**config.mk**
```make
export PLATFORM = sky130hd
export DESIGN_NAME = fetch_sequencer
export DESIGN_NICKNAME = d
export VERILOG_FILES = /design/src/common/fetch_pkg.sv /design/src/verilog/fetch_sequencer.sv
export SDC_FILE = /design/constraint.sdc
export NUM_CORES = 1
export LEC_CHECK = 0
export ABC_CLOCK_PERIOD_IN_PS = 2000
export BUFFER_PORTS_ARGS = -buffer_cell sky130_fd_sc_hd__buf_2
export CAP_MARGIN = 25
export CORE_AREA = 4 4 74 76
export CTS_BUF_LIST = sky130_fd_sc_hd__clkbuf_4 sky130_fd_sc_hd__clkbuf_8
export CTS_CLUSTER_DIAMETER = 100
export DETAILED_ROUTE_END_ITERATION = 7
export DIE_AREA = 0 0 78 80
export PLACE_DENSITY = 0.8
export SKIP_CTS_REPAIR_TIMING = 1
export SYNTH_ARGS = -nofsm -noshare
export SYNTH_HDL_FRONTEND = slang
export SYNTH_SLANG_ARGS = --single-unit
```
**constraint.sdc**
```tcl
create_clock -name clk -period 2 [get_ports clk]
set_input_delay 0.3 -clock clk [delete_from_list [all_inputs] [get_ports clk]]
set_output_delay 0.3 -clock clk [all_outputs]
set_load 0.02 [all_outputs]
```
**src/common/fetch_pkg.sv**
```systemverilog
package fetch_pkg;

    typedef logic [31:0] addr_t;
    typedef logic [31:0] word_t;
    typedef logic [63:0] line_t;

    // tag above index above byte offset
    // bit 2 picks the word within a line
    localparam int TAG_W    = 23;
    localparam int INDEX_W  = 6;
    localparam int OFFSET_W = 3;

    localparam logic [3:0] OP_BRANCH = 4'hB;
    localparam logic [3:0] OP_HALT   = 4'hF;

    // branch view with the displacement counted in words
    typedef struct packed {
        logic [3:0]         opcode;
        logic [11:0]        reserved;
        logic signed [15:0] disp;
    } br_fmt_t;

    // plain operation view
    typedef struct packed {
        logic [3:0]  opcode;
        logic [3:0]  rd;
        logic [3:0]  rs;
        logic [19:0] imm;
    } op_fmt_t;

    // opcode sits in the same bits in both views
    typedef union packed {
        br_fmt_t br;
        op_fmt_t op;
    } instr_u;

    typedef struct packed {
        addr_t  pc;
        instr_u word;
        logic   is_branch;
        logic   is_halt;
        logic   fault;
        addr_t  target;
    } instr_rec_t;

endpackage
```
**src/verilog/fetch_sequencer.sv**
```systemverilog
`timescale 1ns/1ps

module fetch_sequencer (
    input  logic             clk,
    input  logic             rst,
    input  logic             start,
    input  fetch_pkg::addr_t start_pc,
    input  logic             req_ready,
    input  logic             resp_valid,
    input  logic             redirect,
    input  fetch_pkg::addr_t redirect_pc,
    input  logic             stop,
    output logic             req_valid,
    output fetch_pkg::addr_t req_addr,
    output logic             busy
);

    fetch_pkg::addr_t pc;
    logic             running;
    logic             stopping;

    // pc only moves on a response, so it still names the returned word
    always_ff @(posedge clk) begin
        if (rst) begin
            pc        <= '0;
            running   <= 1'b0;
            stopping  <= 1'b0;
            req_valid <= 1'b0;
        end else begin
            stopping <= resp_valid && stop && running;
            if (start && !busy) begin
                pc        <= start_pc;
                running   <= 1'b1;
                req_valid <= 1'b1;
            end else begin
                if (req_valid && req_ready) begin
                    req_valid <= 1'b0;
                end
                if (resp_valid && running) begin
                    if (stop) begin
                        running <= 1'b0;
                    end else begin
                        pc        <= redirect ? redirect_pc : pc + 32'd4;
                        req_valid <= 1'b1;
                    end
                end
            end
        end
    end

    assign req_addr = pc;

    // stays up through the cycle the last record leaves
    assign busy = running || stopping;

    a_req_stable: assert property (@(posedge clk) disable iff (rst)
        req_valid && !req_ready |=> req_valid && $stable(req_addr));

endmodule

```
==> out/metrics.cfg <==
[floorplan]
die-height_um=80
start_util_pct=47.4
rows=25
die_x_um=78
die_area_um2=6240
io-pin-count=105
coreArea_um2=4720

[detailed_routing]
drt_iter0_markers=271
postRouteAntennaNets=0
drtPass1Iterations=5
num_vias=2781
drt-total-wl_mm=7.71
wire_per_inst_um=16.2
vias_per_cell=5.83
drc=0

[yosys]
synth_top_family_by_area=compound AO/OA/AOI/OAI gates
syn_inst=291
synthFlopType=dfxtp_1
synth_nets=363
synth_compound_area_share_pct=29.3
synth_most_common_cell=nand2_1
synth_seq_cells=35
synth.distinct_cells=54
syn_area_per_cell_um2=7.70
yosys.area_share.simple_pct=27.2
synthXorXnorAreaFrac_pct=5.47
yosys_warnings=0
synthAdderAreaFrac_pct=0.558
yosys.area.top_type=dfxtp_1
synth_mux_area_share_pct=1.90
ys_async_sr_fraction_pct=0
synthesis.area_um2=2240
synth_top_cell_area_share_pct=31.3
ys_seq_area_share_pct=31.3
synth_edf_count=0
synth_common_cells=37 x nand2_1, 35 x dfxtp_1, 25 x nor2_1
netlist_top_cells_area=dfxtp_1 31%, nand2_1 6.2%, a21oi_1 4.7%

[timing]
finalSetupViolations=0
fin_ws_ns=0.137
tightest_slew_ns=0.505
hold_viol_final=0
drv_slew=0
max_freq_mhz=537
skew_ns=0.00550
slew_headroom_pct=66.2
min_period_ns=1.86
fin_crit_sh_pct=93.2

[power_and_ir_drop]
leakage_nw=1.40
peakVddDrop_uv=342
p_per_area_nw_per_um2=594

[clock_tree]
cts_root_buf=clkbuf_8
cts.sinks=35
clock_latency_ns=0.29
cts_tree=done
clkTransAtPathRegs_ns=0.08
htreeDepth=2
cts_buffer_depth=2
tritoncts.num_buffers=5

[setup_path]
crit_path_end_kind=flop
r2r.worst_path.cells=7
worstPathRequired_ns=2.21
crit_path_start=req_addr[3]$_SDFFE_PP0P_
crit_fanout=7
cp.arrival_ns=2.07
critPathLaunchType=flop
reg2reg_from=req_addr[3]$_SDFFE_PP0P_
crit_type=flop to flop

[placement]
portBuffers=104
hpwlAfterDp_mm=5.83
routabilityCongestion=0.869
placed_area_um2=2960
place_ws_ns=0.0646

[grt]
grtUsageTotal_pct=24.2
overflow=0
first_global_vias=2570
antenna_found_initial=0
grt_max_degree=23
grt_pass1_wl_mm=12.2

[finish]
fin_util_pct=64.9
nFillCells=430
seqCellArea_um2=703
drive_gt1_share_pct=37.3
syn2layout_area_growth_pct=36.9
antenna_cells=0
nNetsFinal=481
multi_input_area_um2=1470
design_area_um2=3070

[worst_hold_path]
hold_path.startpoint=start_pc[13]
holdPathStages=3
hold_path_class=input pin to flop

[run_status]
status=finished, final reports clean

[flow_run]
max_cap_violations=0

power by group:
group / switching [W] / total [W] / leakage, nW / internal [W]
clock network: 0.000279 / 0.000517 / 0.0477 / 0.000239
logic: 0.000274 / 0.000485 / 1.06 / 0.000211
registers: 0.0000659 / 0.000819 / 0.289 / 0.000753
sequential cells by signal, indices dropped and copies added, names as in the netlist:
name and count:
req_addr 32, req_valid 1, running 1, stopping 1
layout by cell type, fill, tap and decap left out, drive strengths merged, types with 4 or more instances in the layout:
cell	count
clkbuf	5
nor4	5
a22o	4
nand3	13
inv	6
nand4	9
nand2	37
a21oi	21
and3	5
dfxtp	35
o221ai	5
o22ai	7
xnor2	7
a22oi	10
buf	129
nor2	25
xor2	7
nor3	15
o21ai	14
path summary, 6_finish.rpt:
check	endpoint	slack (ns)
hold reg to reg	req_addr[1]$_SDFFE_PP0P_	0.49
setup reg to reg	req_addr[18]$_SDFFE_PP0P_	0.14
hold / removal	req_addr[13]$_SDFFE_PP0P_	0.20
setup / recovery	req_addr[18]$_SDFFE_PP0P_	0.14
routing by layer:
layer  track usage (%)  vias up  routed length [um]
li1                  -     1345                   -
met1              30.5     1295                3320
met2              41.9      129                3700
met3              5.30       12                 576
met4              6.29        0                 106
met5                 0        -                   0
cells by family after synthesis:
kind of cell / after synthesis
AO/OA/AOI/OAI: 94
AND/OR/NAND/NOR: 119
adder cells (fa/ha/maj): 1
flip-flops: 35
multiplexers: 4
buffers and inverters: 24
XOR/XNOR: 14
stage by stage:
step	total power, W	hold WS [ns]	std cells	TNS, ns
global placement	0.00130	0.458	468	0
CTS	0.00182	0.201	476	0
detailed placement	0.00131	0.478	468	0
floorplan	0.00110	0.399	291	0
global route	0.00190	0.210	477	-0.0165
finish	0.00182	0.201	477	0
critical path: stages, from the launching register on:
cell and delay (ns):
dfxtp_1 0.41, ha_1 0.24, nand3_2 0.19, nor4_2 0.31, buf_4 0.17, a21o_2 0.11, a21oi_1 0.06, o32ai_1 0.27
area by class of cell:
| cell class | instances | area share, % |
|---|---|---|
| clock buffers | 5 | 2.24 |
| clock inverters | 3 | 0.490 |
| inverters | 6 | 0.734 |
| multi-input cells | 232 | 47.8 |
| flip-flops and latches | 35 | 22.9 |
| well taps | 67 | 2.73 |
| repair buffers | 129 | 23.1 |
(Power assumes the default switching activity.)
