===== config.mk =====
export PLATFORM = sky130hd
export DESIGN_NAME = instr_predecoder
export DESIGN_NICKNAME = d
export VERILOG_FILES = /design/src/common/fetch_pkg.sv /design/src/verilog/instr_predecoder.sv
export SDC_FILE = /design/constraint.sdc
export NUM_CORES = 1
export LEC_CHECK = 0
export ABC_AREA = 1
export BUFFER_PORTS_ARGS = -buffer_cell sky130_fd_sc_hd__clkbuf_2
export CAP_MARGIN = 20
export CORE_MARGIN = 3
export CORE_UTILIZATION = 35
export CTS_BUF_LIST = sky130_fd_sc_hd__clkbuf_16
export CTS_CLUSTER_SIZE = 40
export DETAILED_ROUTE_END_ITERATION = 6
export PLACE_DENSITY = 0.6
export SLEW_MARGIN = 20
export SYNTH_ARGS = -nofsm -noshare
export SYNTH_HDL_FRONTEND = slang
export SYNTH_SLANG_ARGS = --single-unit

===== constraint.sdc =====
create_clock -name clk -period 2.06 [get_ports clk]
set_clock_uncertainty 0.2 [all_clocks]
set_input_delay 0.309 -clock clk [delete_from_list [all_inputs] [get_ports clk]]
set_output_delay 0.309 -clock clk [all_outputs]
set_load 0.05 [all_outputs]

===== src/common/fetch_pkg.sv =====
package fetch_pkg;

    typedef logic [31:0] addr_t;
    typedef logic [31:0] word_t;
    typedef logic [63:0] line_t;

    // tag above index above byte offset
    // bit 2 picks the word within a line
    localparam int TAG_W    = 23;
    localparam int INDEX_W  = 6;
    localparam int OFFSET_W = 3;

    localparam logic [3:0] OP_BRANCH = 4'hB;
    localparam logic [3:0] OP_HALT   = 4'hF;

    // branch view with the displacement counted in words
    typedef struct packed {
        logic [3:0]         opcode;
        logic [11:0]        reserved;
        logic signed [15:0] disp;
    } br_fmt_t;

    // plain operation view
    typedef struct packed {
        logic [3:0]  opcode;
        logic [3:0]  rd;
        logic [3:0]  rs;
        logic [19:0] imm;
    } op_fmt_t;

    // opcode sits in the same bits in both views
    typedef union packed {
        br_fmt_t br;
        op_fmt_t op;
    } instr_u;

    typedef struct packed {
        addr_t  pc;
        instr_u word;
        logic   is_branch;
        logic   is_halt;
        logic   fault;
        addr_t  target;
    } instr_rec_t;

endpackage

===== src/verilog/instr_predecoder.sv =====
`timescale 1ns/1ps

module instr_predecoder (
    input  logic                  clk,
    input  logic                  rst,
    input  logic                  resp_valid,
    input  fetch_pkg::word_t      resp_word,
    input  logic                  resp_fault,
    input  fetch_pkg::addr_t      req_addr,
    output logic                  redirect,
    output fetch_pkg::addr_t      redirect_pc,
    output logic                  stop,
    output logic                  out_valid,
    output fetch_pkg::instr_rec_t out_rec
);

    fetch_pkg::instr_u     word;
    logic                  is_branch;
    logic                  is_halt;
    fetch_pkg::addr_t      br_target;
    fetch_pkg::instr_rec_t rec;

    assign word = resp_word;

    // a faulted word is never taken as control flow
    assign is_branch = !resp_fault && (word.br.opcode == fetch_pkg::OP_BRANCH);
    assign is_halt   = !resp_fault && (word.op.opcode == fetch_pkg::OP_HALT);

    // word displacement that wraps at 32 bits
    assign br_target = req_addr + {{14{word.br.disp[15]}}, word.br.disp, 2'b00};

    assign redirect    = resp_valid && is_branch;
    assign redirect_pc = br_target;
    assign stop        = resp_valid && (is_halt || resp_fault);

    always_comb begin
        rec.pc        = req_addr;
        rec.word      = word;
        rec.is_branch = is_branch;
        rec.is_halt   = is_halt;
        rec.fault     = resp_fault;
        // next pc the sequencer follows
        rec.target    = is_branch ? br_target : req_addr + 32'd4;
    end

    always_ff @(posedge clk) begin
        if (rst) begin
            out_valid <= 1'b0;
        end else begin
            out_valid <= resp_valid;
        end
    end

    always_ff @(posedge clk) begin
        if (resp_valid) begin
            out_rec <= rec;
        end
    end

endmodule


==> results.json <==
{
  "status": "complete, but fails checks",
  "violations": "negative setup slack",
  "most-common-layout-cells": "nand2_1, clkbuf_2, buf_4, inv_1, edfxtp_1",
  "worst_slack_ps": -443,
  "synth_edf_count": 97,
  "critPathKind": "in2out",
  "grtUsageTotal_pct": 22.1,
  "routed_wl_mm": 23.5,
  "grt_pass1_vias": 6533,
  "fmax_mhz": 400,
  "drt_first_pass_iters": 5,
  "cp_max_fo": 4,
  "worst_slew_pin_slew_ps": 334,
  "synth_area_per_cell_um2": 8.05,
  "yosysWarningCount": 0,
  "drcViolationCount": 0,
  "synth-compound-area-share_pct": 3.65,
  "ys_seq_elements": 98,
  "clkSinkCount": 98,
  "gp_congestion": 0.928,
  "cts_tree": "done",
  "layout.cells.most_common": "nand2_1",
  "synth_area_leaders": "edfxtp_1, nand2_1, inv_1",
  "grt_pass1_wl_mm": 33.9,
  "via_count": 6776,
  "rows": 48,
  "synth_cells": 791,
  "netlist_area_mm2": 0.00637,
  "clockBufferDepth": 2,
  "htree_levels": 3,
  "synth.top_cell.area_share_pct": 45.7,
  "viasPerCell": 4.78,
  "antenna_found_initial": 0,
  "synth_area_leader_cell": "edfxtp_1",
  "path_clk_slew_ps": 70,
  "p_per_area_mw_per_mm2": 693,
  "finalSetupTns_ps": -8600,
  "hp-start": "resp_word[30]",
  "synth_xor_area_share_pct": 4.91,
  "min_delay_path_depth": 1,
  "fin_crit_sh_pct": 121,
  "cts_root_buffer": "clkbuf_16",
  "cp_data_required_time_ps": 1550,
  "drive_gt1_share_pct": 52.3,
  "insertedDiodeCount": 0,
  "min_path_type": "in2reg",
  "synth_fa_ha_area_share_pct": 6.21,
  "async_flop_share_pct": 0,
  "ant_nets": 0,
  "endpoint_kind": "output pin",
  "dpl_cell_area_mm2": 0.00929,
  "rsz0062_at_grt": "yes",
  "ioPinCount": 202,
  "grt_max_degree": 57,
  "die-area_mm2": 0.0198,
  "min_to": "out_rec[65]",
  "post-dp-hpwl_mm": 16.9,
  "final_net_count": 1287,
  "synth.area.mux_share_pct": 0,
  "first_iter_violations": 501,
  "synth_flop_cell": "edfxtp_1",
  "start_kind": "input port",
  "ys_types": 35,
  "start_util_pct": 36.3,
  "grt_overflow_total": 0,
  "min_period_ps": 2500,
  "synth_top_family_by_area": "simple AND/OR/NAND/NOR gates",
  "p_total_mw": 8.05,
  "routedWlPerCell_um": 16.6,
  "syn_to_final_growth_pct": 82.5,
  "ir_worst_vdd_v": 0.000424,
  "core-area_mm2": 0.0175,
  "synthesis.nets": 890,
  "die_h_um": 141,
  "drv_cap": 0,
  "report.final.slew_viol_count": 0,
  "io_buffers": 201,
  "numCtsBuffers": 9,
  "setup_violations": 31,
  "finalHoldViolCount": 0,
  "relSlewSlack_pct": 77.6,
  "synth-simple-area-share_pct": 31.3,
  "cp.arrival_ps": 1990,
  "leakagePower_nw": 5.47,
  "seq_area_frac_synth_pct": 46.1,
  "die_width_um": 141,
  "design_area_mm2": 0.0116
}
## repair_timing
item | in CTS | in global routing
resized for setup | 130 | 210
endpoints found under the hold margin | 32 | 2
hold buffers | 32 | 2
pin swaps | 63 | 113
setup endpoints to repair | 33 | 37
cloned | 1 | 0
setup buffers | 21 | 22
## metal layers
layer  track usage (%)  routed length (µm)  vias to the layer above
li1                  -                   -                     3331
met1              29.4               10300                     3212
met2              37.3               11500                      200
met3              3.29                1200                       33
met4              6.48                 557                        0
met5                 0                   0                        -
## cells by family after synthesis
group,Yosys count
AO/OA/AOI/OAI,44
XOR/XNOR,34
adder cells (fa/ha/maj),31
buffers and inverters,128
flip-flops,98
AND/OR/NAND/NOR,456
## metrics by stage
| step | worst slack [ps] | hold WS [ps] | instances | util (%) |
|---|---|---|---|---|
| final | -443 | 5.97 | 1418 | 66.2 |
| after global routing | -531 | 10.6 | 1418 | 66.2 |
| after CTS | -379 | 0.294 | 1400 | 61.7 |
| after detailed placement | -581 | 275 | 1331 | 53.0 |
| after global placement | -558 | 270 | 1331 | 53.0 |
| after floorplan | -229 | 181 | 791 | - |
## report_power, final
part	leakage, nW	internal, mW	switching (mW)
Clock	0.142	0.965	0.833
Combinational	4.37	1.58	2.25
Sequential	0.957	2.37	0.0455
## worst max-delay path, stage by stage
cell,delay (ps)
buf_8,80
ha_4,140
inv_2,40
fa_2,400
inv_2,90
nand3_2,80
nand2_4,110
nand2_2,60
nand2_2,70
nand2_2,70
nand2_4,80
buf_6,110
xor2_4,190
buf_12,160
## cells in the mapped netlist (all sizes together) (9+ instances only)
cell type,count
inv,119
nor2,70
edfxtp,97
and2,15
xnor2,9
nand2,291
nor3,20
a21oi,22
o21ai,17
nand3,41
ha,30
buf,9
xor2,25
## flip-flops by register name (all words and copies together) (netlist names)
register   flops
out_valid      1
out_rec       97
## how the worst max path moves through the flow
| stage | start | end |
|---|---|---|
| floorplan | resp_word[0] | redirect_pc[24] |
| CTS | req_addr[2] | redirect_pc[24] |
| global placement | resp_word[0] | redirect_pc[24] |
| detailed placement | resp_word[0] | redirect_pc[24] |
| global route | resp_word[0] | redirect_pc[16] |
| finish | resp_word[0] | redirect_pc[16] |
## layout make-up
| type | instances | area (µm²) |
|---|---|---|
| clock buffer | 9 | 225 |
| clock inverter | 7 | 83.8 |
| fill | 1330 | 5920 |
| inverter | 119 | 457 |
| multi-input combinational | 565 | 4300 |
| sequential | 98 | 2930 |
| tap | 225 | 282 |
| timing repair buffer | 395 | 3330 |
Power figures use the tool's default switching activity.
