$ cat src/common/fetch_pkg.sv
package fetch_pkg;

    typedef logic [31:0] addr_t;
    typedef logic [31:0] word_t;
    typedef logic [63:0] line_t;

    // tag above index above byte offset
    // bit 2 picks the word within a line
    localparam int TAG_W    = 23;
    localparam int INDEX_W  = 6;
    localparam int OFFSET_W = 3;

    localparam logic [3:0] OP_BRANCH = 4'hB;
    localparam logic [3:0] OP_HALT   = 4'hF;

    // branch view with the displacement counted in words
    typedef struct packed {
        logic [3:0]         opcode;
        logic [11:0]        reserved;
        logic signed [15:0] disp;
    } br_fmt_t;

    // plain operation view
    typedef struct packed {
        logic [3:0]  opcode;
        logic [3:0]  rd;
        logic [3:0]  rs;
        logic [19:0] imm;
    } op_fmt_t;

    // opcode sits in the same bits in both views
    typedef union packed {
        br_fmt_t br;
        op_fmt_t op;
    } instr_u;

    typedef struct packed {
        addr_t  pc;
        instr_u word;
        logic   is_branch;
        logic   is_halt;
        logic   fault;
        addr_t  target;
    } instr_rec_t;

endpackage
$ cat src/icache/apb_line_reader.sv
`timescale 1ns/1ps

module apb_line_reader #(
    parameter int APB_ADDR_W = 32
) (
    input  logic                  clk,
    input  logic                  rst,
    input  logic                  line_req,
    input  fetch_pkg::addr_t      line_addr,
    input  logic                  pready,
    input  fetch_pkg::word_t      prdata,
    input  logic                  pslverr,
    output logic                  line_done,
    output fetch_pkg::line_t      line_data,
    output logic                  line_err,
    output logic                  psel,
    output logic                  penable,
    output logic [APB_ADDR_W-1:0] paddr
);

    localparam logic [1:0] R_IDLE   = 2'd0;
    localparam logic [1:0] R_SETUP  = 2'd1;
    localparam logic [1:0] R_ACCESS = 2'd2;

    logic [1:0]       state;
    logic             beat;
    fetch_pkg::addr_t base;
    fetch_pkg::word_t lo_word;
    logic             xfer_end;

    assign xfer_end = (state == R_ACCESS) && pready;

    always_ff @(posedge clk) begin
        if (rst) begin
            state     <= R_IDLE;
            beat      <= 1'b0;
            line_done <= 1'b0;
            line_err  <= 1'b0;
        end else begin
            line_done <= 1'b0;
            line_err  <= 1'b0;
            case (state)
                R_IDLE: begin
                    if (line_req) begin
                        beat  <= 1'b0;
                        state <= R_SETUP;
                    end
                end
                R_SETUP: state <= R_ACCESS;
                R_ACCESS: begin
                    if (pready) begin
                        if (pslverr) begin
                            line_err <= 1'b1;
                            state    <= R_IDLE;
                        end else if (!beat) begin
                            beat  <= 1'b1;
                            state <= R_SETUP;
                        end else begin
                            line_done <= 1'b1;
                            state     <= R_IDLE;
                        end
                    end
                end
                default: state <= R_IDLE;
            endcase
        end
    end

    always_ff @(posedge clk) begin
        if (state == R_IDLE && line_req) begin
            base <= line_addr;
        end
        if (xfer_end && !beat) begin
            lo_word <= prdata;
        end
        if (xfer_end && beat) begin
            line_data <= {prdata, lo_word};
        end
    end

    assign psel    = (state != R_IDLE);
    assign penable = (state == R_ACCESS);
    // line address is 8-byte aligned
    assign paddr   = APB_ADDR_W'({base[31:3], beat, 2'b00});

    a_enable_in_select: assert property (@(posedge clk) disable iff (rst)
        penable |-> psel);

endmodule

$ cat config.mk
export PLATFORM = sky130hd
export DESIGN_NAME = apb_line_reader
export DESIGN_NICKNAME = d
export VERILOG_FILES = /design/src/common/fetch_pkg.sv /design/src/icache/apb_line_reader.sv
export SDC_FILE = /design/constraint.sdc
export NUM_CORES = 1
export LEC_CHECK = 0
export ABC_AREA = 1
export BUFFER_PORTS_ARGS = -buffer_cell sky130_fd_sc_hd__buf_2
export CAP_MARGIN = 0
export CORE_MARGIN = 5
export CORE_UTILIZATION = 27
export CTS_CLUSTER_SIZE = 28
export DETAILED_ROUTE_END_ITERATION = 12
export PLACE_DENSITY = 0.53
export SYNTH_ARGS = -nofsm -noshare
export SYNTH_HDL_FRONTEND = slang
export SYNTH_SLANG_ARGS = --single-unit
export TNS_END_PERCENT = 10
$ cat constraint.sdc
create_clock -name clk -period 4.34 [get_ports clk]
set_clock_uncertainty 0.1 [all_clocks]
set_input_delay 0.651 -clock clk [delete_from_list [all_inputs] [get_ports clk]]
set_output_delay 0.651 -clock clk [all_outputs]
set_load 0.02 [all_outputs]
==> metrics.md, run 1 <==
| Metric | Value |
|---|---|
| Top Metal Used | `met4` |
| Netlist cell types | `16` |
| Buf/Inv on CP | `2` |
| H-tree depth | `4` |
| Rel. slew slack | `29.82%` |
| RSZ-0062 raised after global routing | `no` |
| Gr ovfl total | `0` |
| Post-synth top area share | `93.46%` |
| Largest net degree at the start of global routing | `36` |
| Synth area leaders | `edfxtp_1 93%, dfxtp_1 2.5%, inv_1 0.65%, buf_4 0.56%, nand2_1 0.56%` |
| Startpoint types | `register` |
| # DRC | `0` |
| Comb pwr share | `4.2%` |
| Mapped Area | `4016 um^2` |
| Clock root cell | `clkbuf_16` |
| CP Cell Sequence | `inv_2 -> nor2_2 -> nand2_2 -> nor2_4 -> buf_12` |
| Post-CTS Resized | `0` |
| Worst VDD drop | `0.2310 mV` |
| Die height | `132.0 um` |
| Clock transition at path regs | `0.05 ns` |
| Area Overhead vs Synth | `39.50%` |
| Post-synth ARST share | `0%` |
| Dpl hpwl | `5637 um` |
| Sw Share | `19.99%` |
| Synth area leader | `edfxtp_1` |
| Tmin final | `2.166 ns` |
| WP data required | `4.34 ns` |
| Yosys reg bits | `130` |
| WL met3 | `1172 um` |
| Initial drt markers | `92` |
| Total CTS buffers | `17` |
| Worst Hold Class | `reg2reg` |
| Final wirelength | `7998 um` |
| Mapped Cells | `162` |
| Setup TNS | `0 ns` |
| RR Startpoint | `state[1]` |
| Count of buffers from port buffering | `163` |
| Fraction of layout cells with a size suffix above 1 | `55.84%` |
| Crit path kind | `reg2reg` |
| CP Capture Type | `register` |
| Final Util | `38.40%` |
| # IOs | `169` |
| Pwr dens | `506.7 nW/um^2` |
| Reg2reg setup slack | `2.17 ns` |
| Clock share of power | `45.7%` |
| Initial Utilization | `27.53%` |
| Hold Buf Count CTS | `0` |
| First-pass GRT wire length | `12500 um` |
| Leak pwr | `2.177 nW` |
| GPL Wtd Cong | `0.7189` |
| Clk sink count | `130` |
| Full die area | `17410 um^2` |
| Slew @ Worst Pin | `1.052 ns` |
| Post-synth top cells | `125 x edfxtp_1, 7 x inv_1, 6 x nand2_1` |
| Outcome | `finished, final reports clean` |
| Slowest CP cell | `nor2_4` |
| Nets@finish | `412` |
| Slew Viols, Final | `0` |
| Syn Area/Cell | `24.79 um^2` |
| Hold Crit Start | `lo_word[13]` |
| Worst-case clock buffer depth | `2` |
| CP arrival | `2.16 ns` |
| Yosys warns | `0` |
| Final hold vios | `0` |
| GRT Overall Usage | `9.515%` |
| WL/cell | `14.95 um` |
| Main flop type after synthesis | `edfxtp_1` |
| WL met1 | `3066 um` |
| P_sw | `0.5674 mW` |
| Die Span X | `132.0 um` |
| Vias in the first global route | `2323` |
| Postcts setup bufs | `0` |
| Worst hold margin | `0.3139 ns` |
| Crit path largest cell delay | `0.72 ns` |
| Final setup vio count | `0` |
| Via count | `2105` |
| Fill count | `1357` |
| Max Cap Viol | `0` |
| Vias per cell | `3.935` |
| Peak Freq | `461.6 MHz` |
| Seq pwr share | `50.1%` |
| Crit-path max FO | `35` |
| Core area | `14590 um^2` |
| Sequential fraction of the synthesis area | `95.95%` |
| Internal Power | `2.271 mW` |
| Worst Hold End | `line_data[13]` |
| Initial antenna violation count | `0` |
| CTS tree | `done` |
| Worst R2R Path Depth | `5` |
| Hold Crit Depth | `0` |
| Count leader, synth | `edfxtp_1` |
| Worst r2r dst | `line_data[9]` |
| CP delay by family, top | `simple AND/OR/NAND/NOR gates` |
| Routed length on met2 | `3582 um` |
| Antenna diode count | `0` |
| Drt pass-1 iters | `4` |
| DRT antenna net count | `0` |
| # rows | `44` |
| Number of synthesized flops with an enable pin | `125` |
| Worst skew pair latency | `0.41 ns` |
| Final period util | `49.91%` |
-- registers in the layout, indices dropped and copies added, names as in the netlist --
name       cells
line_done      1
line_data     64
beat           1
lo_word       32
base          29
state          2
line_err       1
-- per-layer routing --
layer	GRT usage, %	vias to the layer above
li1	-	982
met1	10.54	985
met2	13.42	124
met3	6.870	14
met4	5.143	0
met5	0	-
-- power by group through the flow --
stage	clock (mW)	combinational [mW]	sequential, mW
global placement	0	0.121	1.45
global route	1.39	0.132	1.42
CTS	1.33	0.123	1.42
floorplan	0	0.0282	1.48
finish	1.30	0.120	1.42
detailed placement	0	0.123	1.45
-- worst register-to-register path: stages, from the launching register on --
cell	delay, ns
dfxtp_1	0.39
inv_2	0.06
nor2_2	0.10
nand2_2	0.14
nor2_4	0.72
buf_12	0.32
-- per-stage QoR --
step / setup slack (ns) / cells / cell area [um^2] / power (mW)
floorplan: 0.2766 / 163 / 4020 / 1.505
global placement: 1.931 / 508 / 5079 / 1.567
detailed placement: 1.912 / 508 / 5079 / 1.570
CTS: 2.090 / 535 / 5603 / 2.878
global route: 1.967 / 535 / 5603 / 2.946
finish: 2.174 / 535 / 5603 / 2.839
-- placed cells by master, fill, tap and decap left out, types with 4 or more instances in the layout --
master and count:
clkinv_2 4, inv_1 7, buf_2 163, edfxtp_1 125, clkbuf_16 17, dfxtp_1 5
nand2_1 6
-- layout make-up --
cell class	instances	area, um^2	share of cell area [%]
tap	184	230.2	4.109
inverter	8	30.03	0.5360
sequential	130	3854	68.78
timing repair buffer	164	835.8	14.92
clock buffer	18	429.2	7.660
multi-input combinational	22	128.9	2.300
clock inverter	9	95.09	1.697
-- worst max path at each step --
stage,from,end,slack (ns),cells after the start
3_5_place_dp,pready,line_data[61],1.91,4
4_1_cts,state[1],line_data[18],2.09,5
6_report,state[1],line_data[9],2.17,5
3_3_place_gp,pready,line_data[59],1.93,4
5_1_grt,state[1],line_data[12],1.97,5
2_1_floorplan,state[1],line_data[0],0.28,4
-- cells by family after synthesis --
family	count (synthesis)	share of synthesized area [%]
AO/OA/AOI/OAI	4	0.5918
flip-flops	130	95.95
buffers and inverters	11	1.308
AND/OR/NAND/NOR	16	2.056
other	1	0.09337
Power figures use the tool's default switching activity.
==> run 2: changes to the inputs <==
- PLACE_DENSITY: 0.53 -> 0.55
- clock period: 4.34 -> 1.88 ns (I/O delays scaled with it)
==> metrics.md, run 2 (same netlist as run 1, synthesis figures left out) <==
| Metric | Value |
|---|---|
| First-pass GRT wire length | `14010 um` |
| Slew Viols, Final | `0` |
| GRT Overall Usage | `10.55%` |
| Post-CTS Resized | `0` |
| Dpl hpwl | `5667 um` |
| CTS tree | `done` |
| # IOs | `169` |
| # rows | `44` |
| Largest registers | `line_data (64), lo_word (32), base (29)` |
| Drt pass-1 iters | `4` |
| Crit path largest cell delay | `0.35 ns` |
| Gr ovfl total | `0` |
| Clock root cell | `clkbuf_16` |
| Worst Hold Class | `in2reg` |
| Full die area | `17410 um^2` |
| Most flops, register | `line_data` |
| Clk sink count | `130` |
| Finished Cell Area | `6284 um^2` |
| Initial Utilization | `27.53%` |
| Count of buffers from port buffering | `163` |
| Reg2reg setup slack | `0.31 ns` |
| GPL Wtd Cong | `0.7084` |
| WL/cell | `14.28 um` |
| Initial drt markers | `129` |
| Worst-case clock buffer depth | `2` |
| Final hold vios | `0` |
| Buf/Inv on CP | `2` |
| Crit-path max FO | `64` |
| Peak Freq | `636.5 MHz` |
| Hold Buf Count CTS | `62` |
| Nets@finish | `477` |
| Antenna diode count | `0` |
| Tmin final | `1.571 ns` |
| Final setup margin | `0.3088 ns` |
| Pwr dens | `1060 nW/um^2` |
| Die Span X | `132.0 um` |
| Slowest CP cell | `dfxtp_2` |
| Clock transition at path regs | `0.05 ns` |
| Postcts setup bufs | `0` |
| Final total power | `6.661 mW` |
| Most common cell after layout, fill and taps aside | `buf_2` |
| Via count | `2355` |
| Leak pwr | `2.462 nW` |
| Crit path top cell by count | `nor2_4` |
| Largest net degree at the start of global routing | `65` |
| Area Overhead vs Synth | `56.45%` |
| Worst skew pair latency | `0.41 ns` |
| RSZ-0062 raised after global routing | `no` |
| H-tree depth | `4` |
| Dpl ws | `0.3246 ns` |
| Core area | `14590 um^2` |
| Vias per cell | `3.893` |
| Outcome | `finished, final reports clean` |
| DRT antenna net count | `0` |
| Fraction of layout cells with a size suffix above 1 | `47.51%` |
| CP Capture Type | `register` |
| Worst VDD drop | `0.5061 mV` |
| Final wirelength | `8638 um` |
| Final period util | `83.57%` |
| Startpoint types | `register` |
| Fill count | `1285` |
| Vias in the first global route | `2682` |
| Crit path kind | `reg2reg` |
| # DRC | `0` |
| CP arrival | `1.54 ns` |
| WP data required | `1.85 ns` |
| Dpl cell area | `5125 um^2` |
| Most frequent cells in the layout | `163 x buf_2, 125 x edfxtp_1, 62 x dlygate4sd3_1` |
| Initial antenna violation count | `0` |
| Total CTS buffers | `17` |
| Max Cap Viol | `0` |
| Final setup vio count | `0` |
| CP delay by family, top | `flip-flops` |
| CP Cell Sequence | `inv_2 -> nor2_4 -> nand2_4 -> nor2_4 -> buf_12` |
| Die height | `132.0 um` |
| Largest register FFs | `64` |
-- run 2: cell count changes in the layout (fill, tap and decap cells not counted), moves of 2 or more --
cell           before  now
dlygate4sd3_1       0   62
clkbuf_1            1    7
buf_4               0    2
clkbuf_8            0    2
clkinv_2            4    2
-- run 2: final timing paths --
path,start,end,cells after the start
hold reg to reg,lo_word[12],line_data[12],0
hold / removal,pslverr,line_err,3
setup / recovery,state[1],line_data[36],5
setup reg to reg,state[1],line_data[36],5
-- run 2: tightest hold or removal path, delay by kind of cell --
| family | cells | cell delay [ns] |
|---|---|---|
| buffers and inverters | 2 | 0.18 |
| AND/OR/NAND/NOR | 1 | 0.04 |
-- run 2: stage by stage --
| stage | utilization, % | hold slack, ns | setup TNS, ns | cells |
|---|---|---|---|---|
| 5_1_grt | 43.07 | 0.05350 | 0 | 605 |
| 4_1_cts | 43.07 | 0.02524 | 0 | 605 |
| 2_1_floorplan | - | 0.2437 | -23.53 | 163 |
| 3_5_place_dp | 35.13 | 0.3045 | 0 | 511 |
| 6_report | 43.07 | 0.04925 | 0 | 605 |
| 3_3_place_gp | 35.13 | 0.3006 | 0 | 511 |
-- run 2: cell type report --
class | instances | area [um^2] | share of cell area, %
timing repair buffer | 229 | 1491 | 23.74
multi-input combinational | 22 | 138.9 | 2.210
tap | 184 | 230.2 | 3.664
sequential | 130 | 3855 | 61.35
clock buffer | 26 | 479.2 | 7.626
clock inverter | 6 | 58.81 | 0.9359
inverter | 8 | 30.03 | 0.4779
-- run 2: report_power, final --
part | leakage (nW) | switching [mW] | internal (mW)
clock network | 0.256 | 1.11 | 1.88
registers | 1.18 | 0.0233 | 3.26
logic | 1.02 | 0.204 | 0.189
-- run 2: routing by layer --
layer  vias to the layer above  track usage, %  share of wire [%]
met5                         -               0                  0
met4                         0           4.800                2.0
met3                        17           7.214                 13
met2                       131           15.75                 45
met1                      1091           11.56                 40
li1                       1116               -                  -
==> run 3: changes to the inputs <==
- PLACE_DENSITY: 0.55 -> 0.53
- clock period: 1.88 -> 1.5 ns (I/O delays scaled with it)
==> metrics.md, run 3 (same netlist as run 1, synthesis figures left out) <==
| Metric | Value |
|---|---|
| Crit path kind | `reg2reg` |
| Largest register FFs | `64` |
| # DRC | `0` |
| GPL Wtd Cong | `0.7134` |
| Final hold vios | `0` |
| WP data required | `1.51 ns` |
| Count of buffers from port buffering | `163` |
| Crit-path max FO | `25` |
| Clock transition at path regs | `0.06 ns` |
| Most flops, register | `line_data` |
| WL/cell | `14.42 um` |
| Slew Viols, Final | `0` |
| Largest net degree at the start of global routing | `40` |
| Worst R2R Path Depth | `6` |
| Worst-case clock buffer depth | `2` |
| Clk sink count | `130` |
| DRT antenna net count | `0` |
| H-tree depth | `4` |
| RR Startpoint | `state[1]` |
| Die height | `132.0 um` |
| Max Cap Viol | `0` |
| Initial antenna violation count | `1` |
| Crit path launch | `state[1]` |
| Placed Cells | `513` |
| Seq pwr share | `46.4%` |
| Internal Power | `7.094 mW` |
| Worst VDD drop | `0.6263 mV` |
| Area Overhead vs Synth | `61.62%` |
| Hold Crit Start | `line_req` |
| # IOs | `169` |
| CP Capture Type | `register` |
| Worst skew pair latency | `0.41 ns` |
| RSZ-0062 raised after global routing | `yes` |
| CP Cell Sequence | `inv_2 -> nor2_4 -> nand2_4 -> nor2_4 -> buf_4 -> buf_12` |
| First-pass GRT wire length | `14170 um` |
| Comb pwr share | `5.7%` |
| Clock share of power | `47.9%` |
| Outcome | `finished, final reports clean` |
| Dpl hpwl | `5905 um` |
| Reg2reg setup slack | `0.06 ns` |
| Vias in the first global route | `2624` |
| Via count | `2387` |
| Pwr dens | `1367 nW/um^2` |
| Final wirelength | `8853 um` |
| Vias per cell | `3.888` |
| Full die area | `17410 um^2` |
| Crit path depth | `6` |
| Non-Filler Instances | `614` |
| Slowest CP cell | `dfxtp_2` |
| Most frequent cells in the layout | `162 x buf_2, 125 x edfxtp_1, 63 x dlygate4sd3_1` |
| Sw Share | `20.05%` |
| Tmin final | `1.441 ns` |
| Drt pass-1 iters | `4` |
| Hold Crit Depth | `3` |
| Crit path largest cell delay | `0.36 ns` |
| # rows | `44` |
| Clock root cell | `clkbuf_16` |
| Final Util | `44.49%` |
| Worst Hold Class | `in2reg` |
| Most common cell after layout, fill and taps aside | `buf_2` |
| Fill count | `1266` |
| CTS tree | `done` |
| Leak pwr | `2.554 nW` |
| Startpoint types | `register` |
| Gr ovfl total | `0` |
| Buf/Inv on CP | `3` |
| P_sw | `1.780 mW` |
| Largest registers | `line_data (64), lo_word (32), base (29)` |
| Initial Utilization | `27.53%` |
| Die Span X | `132.0 um` |
| Final period util | `96.04%` |
| Core area | `14590 um^2` |
| Final setup vio count | `0` |
| Nets@finish | `485` |
| Peak Freq | `694.2 MHz` |
| CP delay by family, top | `flip-flops` |
| Total CTS buffers | `17` |
| Initial drt markers | `142` |
| CP arrival | `1.45 ns` |
| Fraction of layout cells with a size suffix above 1 | `49.88%` |
| Crit path top cell by count | `nor2_4` |
| GRT Overall Usage | `10.56%` |
-- run 3: worst reg2reg max path, stage by stage (launching register included) --
cell and delay, ns:
dfxtp_2 0.36, inv_2 0.06, nor2_4 0.13, nand2_4 0.08, nor2_4 0.10, buf_4 0.13, buf_12 0.17
-- run 3: layout make-up --
class	count	area [um^2]	share of cell area [%]
Timing Repair Buffer	237	1615	24.88
Sequential cell	130	3856	59.41
Antenna cell	1	2.502	0.03855
Clock buffer	17	425.4	6.554
Multi-Input combinational cell	22	141.4	2.178
Tap cell	184	230.2	3.547
Inverter	8	30.03	0.4626
Clock inverter	15	190.2	2.930
-- run 3: what timing repair did --
item / 4_1_cts / 5_1_grt
resized for setup: 1 / 2
setup buffers: 0 / 3
pin swaps: 0 / 1
endpoints found under the setup margin: 1 / 41
endpoints found under the hold margin: 96 / 0
hold buffers: 63 / 0
gates cloned: 0 / 2
-- run 3: final timing paths --
path,endpoint
hold reg to reg,line_data[18]
setup reg to reg,line_data[22]
hold / removal,state[0]
setup / recovery,line_data[22]
-- run 3: power by group through the flow --
| stage | clock [mW] | combinational [mW] | sequential, mW |
|---|---|---|---|
| after floorplan | 0 | 0.0866 | 4.27 |
| after global placement | 0 | 0.377 | 4.19 |
| after detailed placement | 0 | 0.384 | 4.19 |
| after CTS | 4.38 | 0.510 | 4.12 |
| after global routing | 4.57 | 0.553 | 4.12 |
| final | 4.25 | 0.507 | 4.12 |
-- run 3: routing by layer --
metal,track usage [%],part of all wire [%],vias to the layer above,routed length (um)
met5,0,0,-,0
met4,5.486,2.2,0,194
met3,6.679,13,17,1145
met2,15.52,45,137,3994
met1,11.83,40,1096,3519
li1,-,-,1137,-
-- run 3: stage by stage --
step / worst slack [ns] / cell area (um^2) / power (mW) / setup TNS, ns / hold slack, ns
floorplan: -0.6692 / 4041 / 4.358 / -65.21 / 0.1867
global placement: 0.05336 / 5177 / 4.563 / 0 / 0.3007
detailed placement: 0.02936 / 5177 / 4.573 / 0 / 0.3031
CTS: 0.01009 / 6426 / 9.008 / 0 / 0.002817
global route: -0.03672 / 6491 / 9.249 / -0.2195 / 0.01133
finish: 0.05941 / 6491 / 8.874 / 0 / 0.02121
